## config.mk

```make
export PLATFORM = sky130hd
export DESIGN_NAME = cpuTop
export DESIGN_NICKNAME = d
export VERILOG_FILES = /design/src/rtl/cpuPkg.sv /design/src/rtl/cpuMemory.sv /design/src/rtl/aluUnit.sv /design/src/rtl/programCounter.sv /design/src/rtl/cpuControl.sv /design/src/rtl/hostBridge.sv /design/src/rtl/cpuTop.sv
export VERILOG_INCLUDE_DIRS = /design/src /design/src/include
export SDC_FILE = /design/constraint.sdc
export NUM_CORES = 2
export LEC_CHECK = 0
export ABC_CLOCK_PERIOD_IN_PS = 14000
export BUFFER_PORTS_ARGS = -buffer_cell sky130_fd_sc_hd__buf_2
export CAP_MARGIN = 10
export CORE_MARGIN = 4
export CORE_UTILIZATION = 60
export CTS_CLUSTER_SIZE = 40
export DETAILED_ROUTE_END_ITERATION = 8
export PLACE_DENSITY = 0.84
export RECOVER_POWER = 50
export SLEW_MARGIN = 0
export SYNTH_ARGS = -nofsm -noshare
export SYNTH_HDL_FRONTEND = slang
export SYNTH_HIERARCHICAL = 1
export SYNTH_SLANG_ARGS = --single-unit
export TNS_END_PERCENT = 10
```

## constraint.sdc

```tcl
create_clock -name clk -period 14 [get_ports clk]
set_clock_uncertainty 0.1 [all_clocks]
set_input_delay 0 -clock clk [delete_from_list [all_inputs] [get_ports clk]]
set_output_delay 0 -clock clk [all_outputs]
set_load 0.05 [all_outputs]
```

## src/include/cpu_cfg.svh

```systemverilog
`ifndef CPU_CFG_SVH
`define CPU_CFG_SVH

// datapath and memory geometry.
`define CPU_DATA_W 8
`define CPU_ADDR_W 8

// location mirrored on the probe port.
`define CPU_PROBE_ADDR 8'h40

`define CPU_START_PC 8'h00

`endif

```

## src/rtl/cpuPkg.sv

```systemverilog
`default_nettype none

`include "cpu_cfg.svh"

package cpuPkg;

	// ####################################################################
	// instruction encoding
	// ####################################################################

	// high nibble of the opcode byte.
	typedef enum logic [3:0] {
		opHalt   = 4'h0,
		opStore  = 4'h1,
		opAluMem = 4'h3,
		opAluImm = 4'h4,
		opBranch = 4'h5
	} opClass_e;

	typedef enum logic [2:0] {
		aluPass = 3'd0,
		aluAdd  = 3'd1,
		aluSub  = 3'd2,
		aluAnd  = 3'd3,
		aluOr   = 3'd4,
		aluXor  = 3'd5
	} aluOp_e;

	typedef struct packed {
		opClass_e cls;
		logic     spare;
		aluOp_e   op;
	} aluForm_s;

	// cond 0 always, 1 zero, 2 carry, 3 never.
	typedef struct packed {
		opClass_e   cls;
		logic       spare;
		logic       inv;      // negates the test.
		logic [1:0] cond;
	} branchForm_s;

	// the same opcode byte, seen by the alu or by the branch logic.
	typedef union packed {
		aluForm_s    alu;
		branchForm_s br;
	} instrWord_u;

	typedef struct packed {
		logic zero;
		logic carry;
	} flags_s;

	// ####################################################################
	// buses
	// ####################################################################

	typedef struct packed {
		logic [`CPU_ADDR_W-1:0] addr;
		logic [`CPU_DATA_W-1:0] wdata;
		logic                   we;
	} memReq_s;

	// wishbone classic, master to slave.
	typedef struct packed {
		logic                   cyc;
		logic                   stb;
		logic                   we;
		logic [`CPU_ADDR_W-1:0] adr;
		logic [`CPU_DATA_W-1:0] dat;
	} wbReq_s;

	typedef struct packed {
		logic                   ack;
		logic [`CPU_DATA_W-1:0] dat;
	} wbRsp_s;

endpackage

`default_nettype wire

```

## src/rtl/cpuMemory.sv

```systemverilog
`default_nettype none

`include "cpu_cfg.svh"

module cpuMemory (
	input  wire                    clk,
	input  wire                    nRst,
	input  cpuPkg::memReq_s        req,
	output logic [`CPU_DATA_W-1:0] rdata,
	output logic [`CPU_DATA_W-1:0] probe
);

	localparam int Depth = 1 << `CPU_ADDR_W;

	logic [`CPU_DATA_W-1:0] mem [Depth];

	assign rdata = mem[req.addr];   // asynchronous read.
	assign probe = mem[`CPU_PROBE_ADDR];

	// whole array clears on reset, no program image.
	always_ff @(posedge clk or negedge nRst) begin
		if (!nRst) begin
			for (int i = 0; i < Depth; i++) begin
				mem[i] <= '0;
			end
		end else if (req.we) begin
			mem[req.addr] <= req.wdata;
		end
	end

endmodule

`default_nettype wire

```

## src/rtl/aluUnit.sv

```systemverilog
`default_nettype none

`include "cpu_cfg.svh"

module aluUnit (
	input  wire                    clk,
	input  wire                    nRst,
	input  logic                   exec,
	input  cpuPkg::instrWord_u     instr,
	input  logic [`CPU_DATA_W-1:0] operand,
	input  logic [`CPU_DATA_W-1:0] memData,
	output logic [`CPU_DATA_W-1:0] acc,
	output cpuPkg::flags_s         flags
);

	logic                   isAlu;
	logic [`CPU_DATA_W-1:0] b;
	logic [`CPU_DATA_W:0]   wide;   // result with carry or borrow on top.
	logic [`CPU_DATA_W-1:0] res;
	logic                   carryNext;

	assign isAlu = (instr.alu.cls == cpuPkg::opAluMem) || (instr.alu.cls == cpuPkg::opAluImm);
	assign b = (instr.alu.cls == cpuPkg::opAluImm) ? operand : memData;

	always_comb begin
		wide = {1'b0, b};   // pass, also for the unused codes.
		case (instr.alu.op)
			cpuPkg::aluAdd: wide = {1'b0, acc} + {1'b0, b};
			cpuPkg::aluSub: wide = {1'b0, acc} - {1'b0, b};   // msb is the borrow.
			cpuPkg::aluAnd: wide = {1'b0, acc & b};
			cpuPkg::aluOr:  wide = {1'b0, acc | b};
			cpuPkg::aluXor: wide = {1'b0, acc ^ b};
			default:        wide = {1'b0, b};
		endcase
		res = wide[`CPU_DATA_W-1:0];
		carryNext = wide[`CPU_DATA_W];
	end

	always_ff @(posedge clk or negedge nRst) begin
		if (!nRst) begin
			acc <= '0;
			flags <= '0;
		end else if (exec && isAlu) begin
			acc <= res;
			flags.zero <= (res == '0);
			flags.carry <= carryNext;   // zero for the logic ops.
		end
	end

endmodule

`default_nettype wire

```

## src/rtl/programCounter.sv

```systemverilog
`default_nettype none

`include "cpu_cfg.svh"

module programCounter (
	input  wire                    clk,
	input  wire                    nRst,
	input  logic                   inc,
	input  logic                   load,
	input  logic                   clear,
	input  logic                   retire,
	input  logic [`CPU_ADDR_W-1:0] target,
	output logic [`CPU_ADDR_W-1:0] pc,
	output logic [7:0]             retired
);

	// clear wins over load, load over increment.
	always_ff @(posedge clk or negedge nRst) begin
		if (!nRst) begin
			pc <= '0;
		end else if (clear) begin
			pc <= `CPU_START_PC;
		end else if (load) begin
			pc <= target;
		end else if (inc) begin
			pc <= pc + 1'b1;
		end
	end

	// instructions retired since start, wraps at 256.
	always_ff @(posedge clk or negedge nRst) begin
		if (!nRst) begin
			retired <= '0;
		end else if (clear) begin
			retired <= '0;
		end else if (retire) begin
			retired <= retired + 1'b1;
		end
	end

endmodule

`default_nettype wire

```

## src/rtl/cpuControl.sv

```systemverilog
`default_nettype none

`include "cpu_cfg.svh"

module cpuControl (
	input  wire                    clk,
	input  wire                    nRst,
	input  logic                   start,
	input  cpuPkg::memReq_s        hostReq,
	output cpuPkg::memReq_s        memReq,
	input  logic [`CPU_DATA_W-1:0] rdata,
	input  logic [`CPU_ADDR_W-1:0] pc,
	input  cpuPkg::flags_s         flags,
	output logic                   pcInc,
	output logic                   pcLoad,
	output logic                   pcClear,
	output logic                   retire,
	output logic [`CPU_ADDR_W-1:0] pcTarget,
	output logic                   exec,
	output cpuPkg::instrWord_u     instr,
	output logic [`CPU_DATA_W-1:0] operand,
	input  logic [`CPU_DATA_W-1:0] acc,
	output logic                   busy,
	output logic                   halted
);

	typedef enum logic [2:0] {
		stIdle,
		stFetch,
		stOperand,
		stExecute,
		stHalted
	} state_e;

	state_e                 state;
	state_e                 stateNext;
	cpuPkg::instrWord_u     instrReg;
	logic [`CPU_DATA_W-1:0] operandReg;
	logic                   running;
	logic                   testBit;
	logic                   taken;
	logic                   isHalt;

	assign running = (state == stFetch) || (state == stOperand) || (state == stExecute);
	assign busy = running;
	assign halted = (state == stHalted);

	// ####################################################################
	// decode
	// ####################################################################

	always_comb begin
		case (instrReg.br.cond)
			2'd0:    testBit = 1'b1;
			2'd1:    testBit = flags.zero;
			2'd2:    testBit = flags.carry;
			default: testBit = 1'b0;   // never.
		endcase
	end

	assign taken = (instrReg.br.cls == cpuPkg::opBranch) && (testBit ^ instrReg.br.inv);

	// unknown classes stop the machine like hlt.
	always_comb begin
		case (instrReg.alu.cls)
			cpuPkg::opStore, cpuPkg::opAluMem, cpuPkg::opAluImm, cpuPkg::opBranch:
				isHalt = 1'b0;
			default:
				isHalt = 1'b1;
		endcase
	end

	// ####################################################################
	// state machine
	// ####################################################################

	always_comb begin
		stateNext = state;
		case (state)
			stFetch:   stateNext = stOperand;
			stOperand: stateNext = stExecute;
			stExecute: stateNext = isHalt ? stHalted : stFetch;
			default:   stateNext = start ? stFetch : state;   // idle or halted.
		endcase
	end

	always_ff @(posedge clk or negedge nRst) begin
		if (!nRst) begin
			state <= stIdle;
		end else begin
			state <= stateNext;
		end
	end

	always_ff @(posedge clk) begin
		if (state == stFetch) begin
			instrReg <= rdata;
		end
		if (state == stOperand) begin
			operandReg <= rdata;
		end
	end

	assign pcClear = start && !running;
	assign pcInc = (state == stFetch) || (state == stOperand);
	assign pcLoad = (state == stExecute) && taken;
	assign pcTarget = operandReg;
	assign exec = (state == stExecute);
	assign retire = (state == stExecute);   // hlt counts too.
	assign instr = instrReg;
	assign operand = operandReg;

	// memory port: host when stopped, else pc or operand address.
	always_comb begin
		memReq = hostReq;
		if (running) begin
			memReq.addr = pc;
			memReq.wdata = acc;
			memReq.we = 1'b0;
			if (state == stExecute) begin
				memReq.addr = operandReg;
				memReq.we = (instrReg.alu.cls == cpuPkg::opStore);
			end
		end
	end

endmodule

`default_nettype wire

```

## src/rtl/hostBridge.sv

```systemverilog
`default_nettype none

`include "cpu_cfg.svh"

module hostBridge (
	input  wire                    clk,
	input  wire                    nRst,
	input  cpuPkg::wbReq_s         wbReq,
	output cpuPkg::wbRsp_s         wbRsp,
	input  logic                   busy,
	output cpuPkg::memReq_s        hostReq,
	input  logic [`CPU_DATA_W-1:0] rdata
);

	logic                   ackReg;
	logic [`CPU_DATA_W-1:0] datReg;
	logic                   hit;

	// one ack per cycle, held off while the core owns memory.
	assign hit = wbReq.cyc && wbReq.stb && !busy && !ackReg;

	always_ff @(posedge clk or negedge nRst) begin
		if (!nRst) begin
			ackReg <= 1'b0;
		end else begin
			ackReg <= hit;
		end
	end

	always_ff @(posedge clk) begin
		if (hit) begin
			datReg <= rdata;   // valid while ack is high.
		end
	end

	assign hostReq.addr = wbReq.adr;
	assign hostReq.wdata = wbReq.dat;
	assign hostReq.we = hit && wbReq.we;   // lands on the edge that raises ack.

	assign wbRsp.ack = ackReg;
	assign wbRsp.dat = datReg;

endmodule

`default_nettype wire

```

## src/rtl/cpuTop.sv

```systemverilog
`default_nettype none

`include "cpu_cfg.svh"

module cpuTop (
	input  wire                    clk,
	input  wire                    nRst,
	input  logic                   start,
	input  cpuPkg::wbReq_s         wbReq,
	output cpuPkg::wbRsp_s         wbRsp,
	output logic                   busy,
	output logic                   halted,
	output logic [`CPU_DATA_W-1:0] probe,
	output logic [7:0]             retired
);

	cpuPkg::memReq_s        hostReq;
	cpuPkg::memReq_s        memReq;
	logic [`CPU_DATA_W-1:0] rdata;
	logic [`CPU_ADDR_W-1:0] pc;
	logic [`CPU_ADDR_W-1:0] pcTarget;
	cpuPkg::flags_s         flags;
	logic                   pcInc;
	logic                   pcLoad;
	logic                   pcClear;
	logic                   retire;
	logic                   exec;
	cpuPkg::instrWord_u     instr;
	logic [`CPU_DATA_W-1:0] operand;
	logic [`CPU_DATA_W-1:0] acc;

	hostBridge hostBridge_i (
		.clk(clk), .nRst(nRst),
		.wbReq(wbReq), .wbRsp(wbRsp),
		.busy(busy), .hostReq(hostReq), .rdata(rdata)
	);

	cpuControl cpuControl_i (
		.clk(clk), .nRst(nRst), .start(start),
		.hostReq(hostReq), .memReq(memReq), .rdata(rdata),
		.pc(pc), .flags(flags),
		.pcInc(pcInc), .pcLoad(pcLoad), .pcClear(pcClear), .retire(retire),
		.pcTarget(pcTarget), .exec(exec), .instr(instr), .operand(operand),
		.acc(acc), .busy(busy), .halted(halted)
	);

	programCounter programCounter_i (
		.clk(clk), .nRst(nRst),
		.inc(pcInc), .load(pcLoad), .clear(pcClear), .retire(retire),
		.target(pcTarget), .pc(pc), .retired(retired)
	);

	// memData is the read port, addressed by the operand in execute.
	aluUnit aluUnit_i (
		.clk(clk), .nRst(nRst),
		.exec(exec), .instr(instr), .operand(operand), .memData(rdata),
		.acc(acc), .flags(flags)
	);

	cpuMemory cpuMemory_i (
		.clk(clk), .nRst(nRst),
		.req(memReq), .rdata(rdata), .probe(probe)
	);

endmodule

`default_nettype wire

```

### Word-level counts from Yosys, hierarchy flattened

Cells that the tools add are included.

* register bits after elaboration: 2102
* bits in latches: 0
* RAM bits: 0
* ROM bits: 0
* input bits: 22
* logic and storage cells: 332
* memories: 0

* add/sub/neg operators: 4
* multiply operators: 0
* divide/modulo/power cells: 0
* order comparisons: 2
* eq/ne operators: 15
* shifts and indexed selects: 0
* multiplexer cells: 20
* bitwise logic cells: 5
* reduce and logical (&&, ||, !) cells: 20

Operator list (number)
* 2048-bit bitwise mux: 1
* 8-bit 2-to-1 mux: 10
* 8-bit binary-select mux with 8-bit select: 1
* 8-bit demux with 8-bit select: 1
* 9-bit one-hot mux with 5 select lines: 1
* 17-bit 2-to-1 mux: 1
* 8-bit by 1-bit adder with 8-bit output (second input constant): 2
* 3-bit by 2-bit equality test with 1-bit output (second input constant): 4
* 8-bit by 8-bit adder with 9-bit output: 1
* 3-bit equality test (second input constant): 3
* 9-bit greater-or-equal comparator (second input constant): 1
* 1-bit logical AND: 9
* 9-bit by 1-bit < comparator with 1-bit output (second input constant): 1
* 8-bit NOT with 9-bit output: 1
* 3-bit one-hot mux with 3 select lines: 1
* 8-bit by 8-bit subtractor with 9-bit output: 1
* 8-bit bitwise AND: 1
* 4-bit by 3-bit equality test with 1-bit output (second input constant): 2
* 8-bit logical NOT: 1
* 8-bit bitwise OR: 1
* 8-bit XOR: 1
* 3-bit by 1-bit equality test with 1-bit output (second input constant): 2
* 3-bit 2-to-1 mux: 2
* 4-bit by 1-bit equality test with 1-bit output (second input constant): 1
* 13 further kinds: 16

### Longest topological paths before layout

* word-level depth: 16
* depth in mapped cells: 27

### By module

The synthesis kept the hierarchy.

Modules (own cells, without submodules)
* cpuMemory: times used 1, cells an instance 5835, area an instance 93508.4 um2
* aluUnit: times used 1, cells an instance 215, area an instance 1662.8 um2
* cpuControl: times used 1, cells an instance 100, area an instance 1107.3 um2
* programCounter: times used 1, cells an instance 85, area an instance 835.8 um2
* hostBridge: times used 1, cells an instance 28, area an instance 411.6 um2

### Worst setup path before layout

No wires, ideal clock.

* kind: flip-flop to flip-flop
* start: reg cpuControl_i.state[0]
* end: reg, netlist name aluUnit_i/flags[1]
* arrival: 5.469 ns
* setup slack: 8.340 ns
* stages on the path, launching flop included: 25
* path through: dfrtp_1 nor2_4 nor2_8 buf_6 buf_6 a31oi_1 buf_2 clkbuf_1 buf_1 mux4_2 a22oi_1 a21oi_1 o41ai_1 nand4_1 mux2i_1 nand4_1 nor3_1 a21oi_1 xnor2_1 ha_1 a2111o_1 a2111o_1 o211ai_1 o211ai_1 o31ai_2

RTL lines
* start: declaration: line cpuControl.sv:35 `state_e state;`
* start signal: assignment: line cpuControl.sv:89 `state <= stIdle;`
* start signal: assignment: line cpuControl.sv:91 `state <= stateNext;`

==> results.md <==
* Gate Count Post-Synth at ~6300
* Final WS setup at 3.552 ns
* Flop2flop setup slack at around 3.6 ns
* Grt total ovfl at 0
* Die area at 169000 µm²
* Status: complete, but fails checks
* Post-Syn Nets at around 6300
* Clock transition at path regs at about 0.06 ns
* Slowest stage delay, CP at roughly 2.1 ns
* Setup-failing EPs final at 0
* Clock share of power at 0.295
* Starting Density at 0.6051
* P&R area growth vs syn at 9.001%
* Slew Viols, Final at 850
* Row count at roughly 150
* Worst R2R Path Depth at 20
* Pwr dens at 180.8 nW/µm²
* Area of the core at approximately 160000 µm²
* Crit Path Max Fanout at 42
* Hold-critical path depth at 3
* Post-CTS Setup Inserts at 0
* GRT Util Overall at 0.2892
* Nets at ~6200
* Vias in the first global route at 60120
* Reg power frac at 0.353
* Worst path top cell family by delay: compound AO/OA/AOI/OAI gates
* DRT Wirelength at approximately 240000 µm
* RePlAce Congestion at ~0.86
* RSZ-0062 raised after global routing: no
* Final period util at 0.7463
* Die Wd at 411.1 µm
* Switching Fraction at 0.3843
* Initial antenna violation count at 6
* Crit path kind: reg2reg
* Hold Path Class: in2reg
* Vias at 56790
* FF-to-FF End: aluUnit_i/flags[1]
* Slew @ Worst Pin at 8.913 ns
* Clock sink count at around 2100
* Pre-antenna DRT Iters at 6
* Max-cap violation count at 10
* Max H-tree Level at 4
* Pint at 11.83 mW
* Max clock buf depth at 3
* Critical Path RT at between 10 and 15 ns
* Failing checks: max-capacitance violations, max-slew violations
* Syn Area/Cell at ~16 µm²
* Final HPWL DP at approximately 140000 µm
* Share of cells above drive strength 1 at 0.5130
* CTS tree: yes
* Final Hold Viols at 0
* Crit. End Element: register
* Worst R2R Start: cpuControl_i/state[0]
* Dpl ws at between 5 and 6 ns
* Crit. Startpoint: cpuControl_i/state[0]
* Root Buffer: clkbuf_16
* CP arrival at about 11 ns
* Fin util at 0.6596
* Clock buffer count from CTS at 207
* Placed cell count at a little over 8000
* Wire length per cell at 28.58 µm
* Die Height at approximately 410 µm
* Stages on worst setup path at 20
* Net Switching at between 7 and 8 mW
* Slew HR at -4.942
* Crit path cell chain: nor2_4, nor2_1, nor2_1, a31oi_4, buf_4, mux4_2, a22oi_1, a21oi_1, o41ai_1, nand4_1, mux2_2, nor3_1, a21oi_1, xnor2_1, ha_1, a2111o_1, a2111o_1, o211ai_1, o211ai_1, o31ai_2
* Ports at about 50
* Pleak at between 50 and 60 nW
* DR iter-0 viols at roughly 5700
* First-pass GRT wire length at 374900 µm
* Clock Latency Late Sink at about 0.87 ns
* Final min period at 10.45 ns
* IR drop worst, VDD at around 0.00045 V
* Crit path capture: aluUnit_i/flags[1]
* Synth Cell Area at slightly below 100000 µm²
* Total DRC errors in the routed layout at 0
* Max Fclk at roughly 96 MHz
* Setup TNS at 0 ns
* Largest net degree at the start of global routing at ~210
* WP buf/inv at 1
* Antenna cell count at 0
* Vias per inst at approximately 6.7
* Non-filler instance count after layout at roughly 8500
* Ys Warns at 6
* Hold buffers post-CTS at 9
* CP Launch Type: register
* Port Buffers at between 40 and 50
* Remaining antenna violation count after routing at 0
* Cell with the largest stage delay on the worst path: nor2_1
* Post_cts resized at 0
* Gate power share at 0.351
cells in the final DEF (no fill, tap or decap), types with 10 or more instances in the layout:
cell	n
nand2_1	147
clkinv_2	27
mux4_2	512
nor2_1	67
o21ai_0	15
edfxtp_1	23
o41ai_1	25
a22oi_1	259
clkbuf_16	207
nand4_1	14
buf_4	78
mux2_2	2051
buf_2	24
nor2_2	55
inv_1	20
clkbuf_1	88
bufinv_16	12
ha_1	23
xnor2_1	10
clkbuf_8	58
xor2_1	10
nand2_2	14
a21oi_1	147
nor2_8	40
dfrtp_1	2078
nand2b_1	13
buf_12	15
nor2_4	67
worst reg2reg max path: stages, from the launching register on:
cell,delay [ns]
dfrtp_1,0.48
nor2_4,0.07
nor2_1,2.07
nor2_1,0.29
a31oi_4,0.81
buf_4,0.81
mux4_2,0.65
a22oi_1,0.34
a21oi_1,0.12
o41ai_1,1.26
nand4_1,0.72
mux2_2,0.55
nor3_1,0.33
a21oi_1,0.14
xnor2_1,0.17
ha_1,0.32
a2111o_1,0.30
a2111o_1,0.35
o211ai_1,0.15
o211ai_1,0.17
o31ai_2,0.19
power groups by stage:
stage / clock network, mW / logic (mW) / registers [mW]
3_5_place_dp: 0 / 6.66 / 6.89
5_1_grt: 6.01 / 7.06 / 6.83
2_1_floorplan: 0 / 4.75 / 6.80
4_1_cts: 5.75 / 6.70 / 6.78
6_report: 5.68 / 6.75 / 6.79
3_3_place_gp: 0 / 6.56 / 6.85
stage by stage:
step	hold slack, ns	power, mW	instance area [µm²]
floorplan	-0.3956	11.55	97500
global placement	0.02130	13.41	99310
detailed placement	0.01879	13.55	99310
CTS	0.06756	19.23	106400
global route	0.1559	19.90	106300
finish	0.1320	19.22	106300
registers in the layout, summed over array words and instances (netlist names):
signal / count
cpuMemory_i/mem: 2040
cpuControl_i/state: 3
aluUnit_i/flags: 2
aluUnit_i/acc: 8
cpuControl_i/operand: 8
cpuMemory_i/probe: 8
hostBridge_i/ackReg: 1
programCounter_i/pc: 8
hostBridge_i/datReg: 8
programCounter_i/retired: 8
cpuControl_i/instr: 7
worst min-delay path by stage:
stage / startpoint / endpoint / slack [ns]
floorplan: nRst / aluUnit_i/acc[0] / -0.40
global route: wbReq[6] / cpuMemory_i/mem[262] / 0.16
detailed placement: nRst / cpuMemory_i/mem[1342] / 0.02
CTS: wbReq[6] / cpuMemory_i/mem[30] / 0.07
global placement: nRst / cpuMemory_i/mem[1391] / 0.02
finish: wbReq[6] / cpuMemory_i/mem[262] / 0.13
layer usage:
| layer | vias to the layer above | part of all wire | GRT usage |
|---|---|---|---|
| met4 | 10 | 0.042 | 0.1126 |
| met3 | 553 | 0.077 | 0.06289 |
| met1 | 30830 | 0.41 | 0.4034 |
| li1 | 23200 | - | - |
| met5 | - | 0.00038 | 0 |
| met2 | 2195 | 0.48 | 0.4504 |
area by class of cell:
class / count / area, µm²
Fill cell: 10660 / 54850
Sequential cell: 2101 / 52690
Inverter: 24 / 91.34
Clock buffer: 317 / 6173
Clock inverter: 59 / 849.6
Timing Repair Buffer: 161 / 1221
Multi-Input combinational cell: 3630 / 42540
Tap cell: 2160 / 2703
No activity file was read; power rests on OpenSTA's default activity.
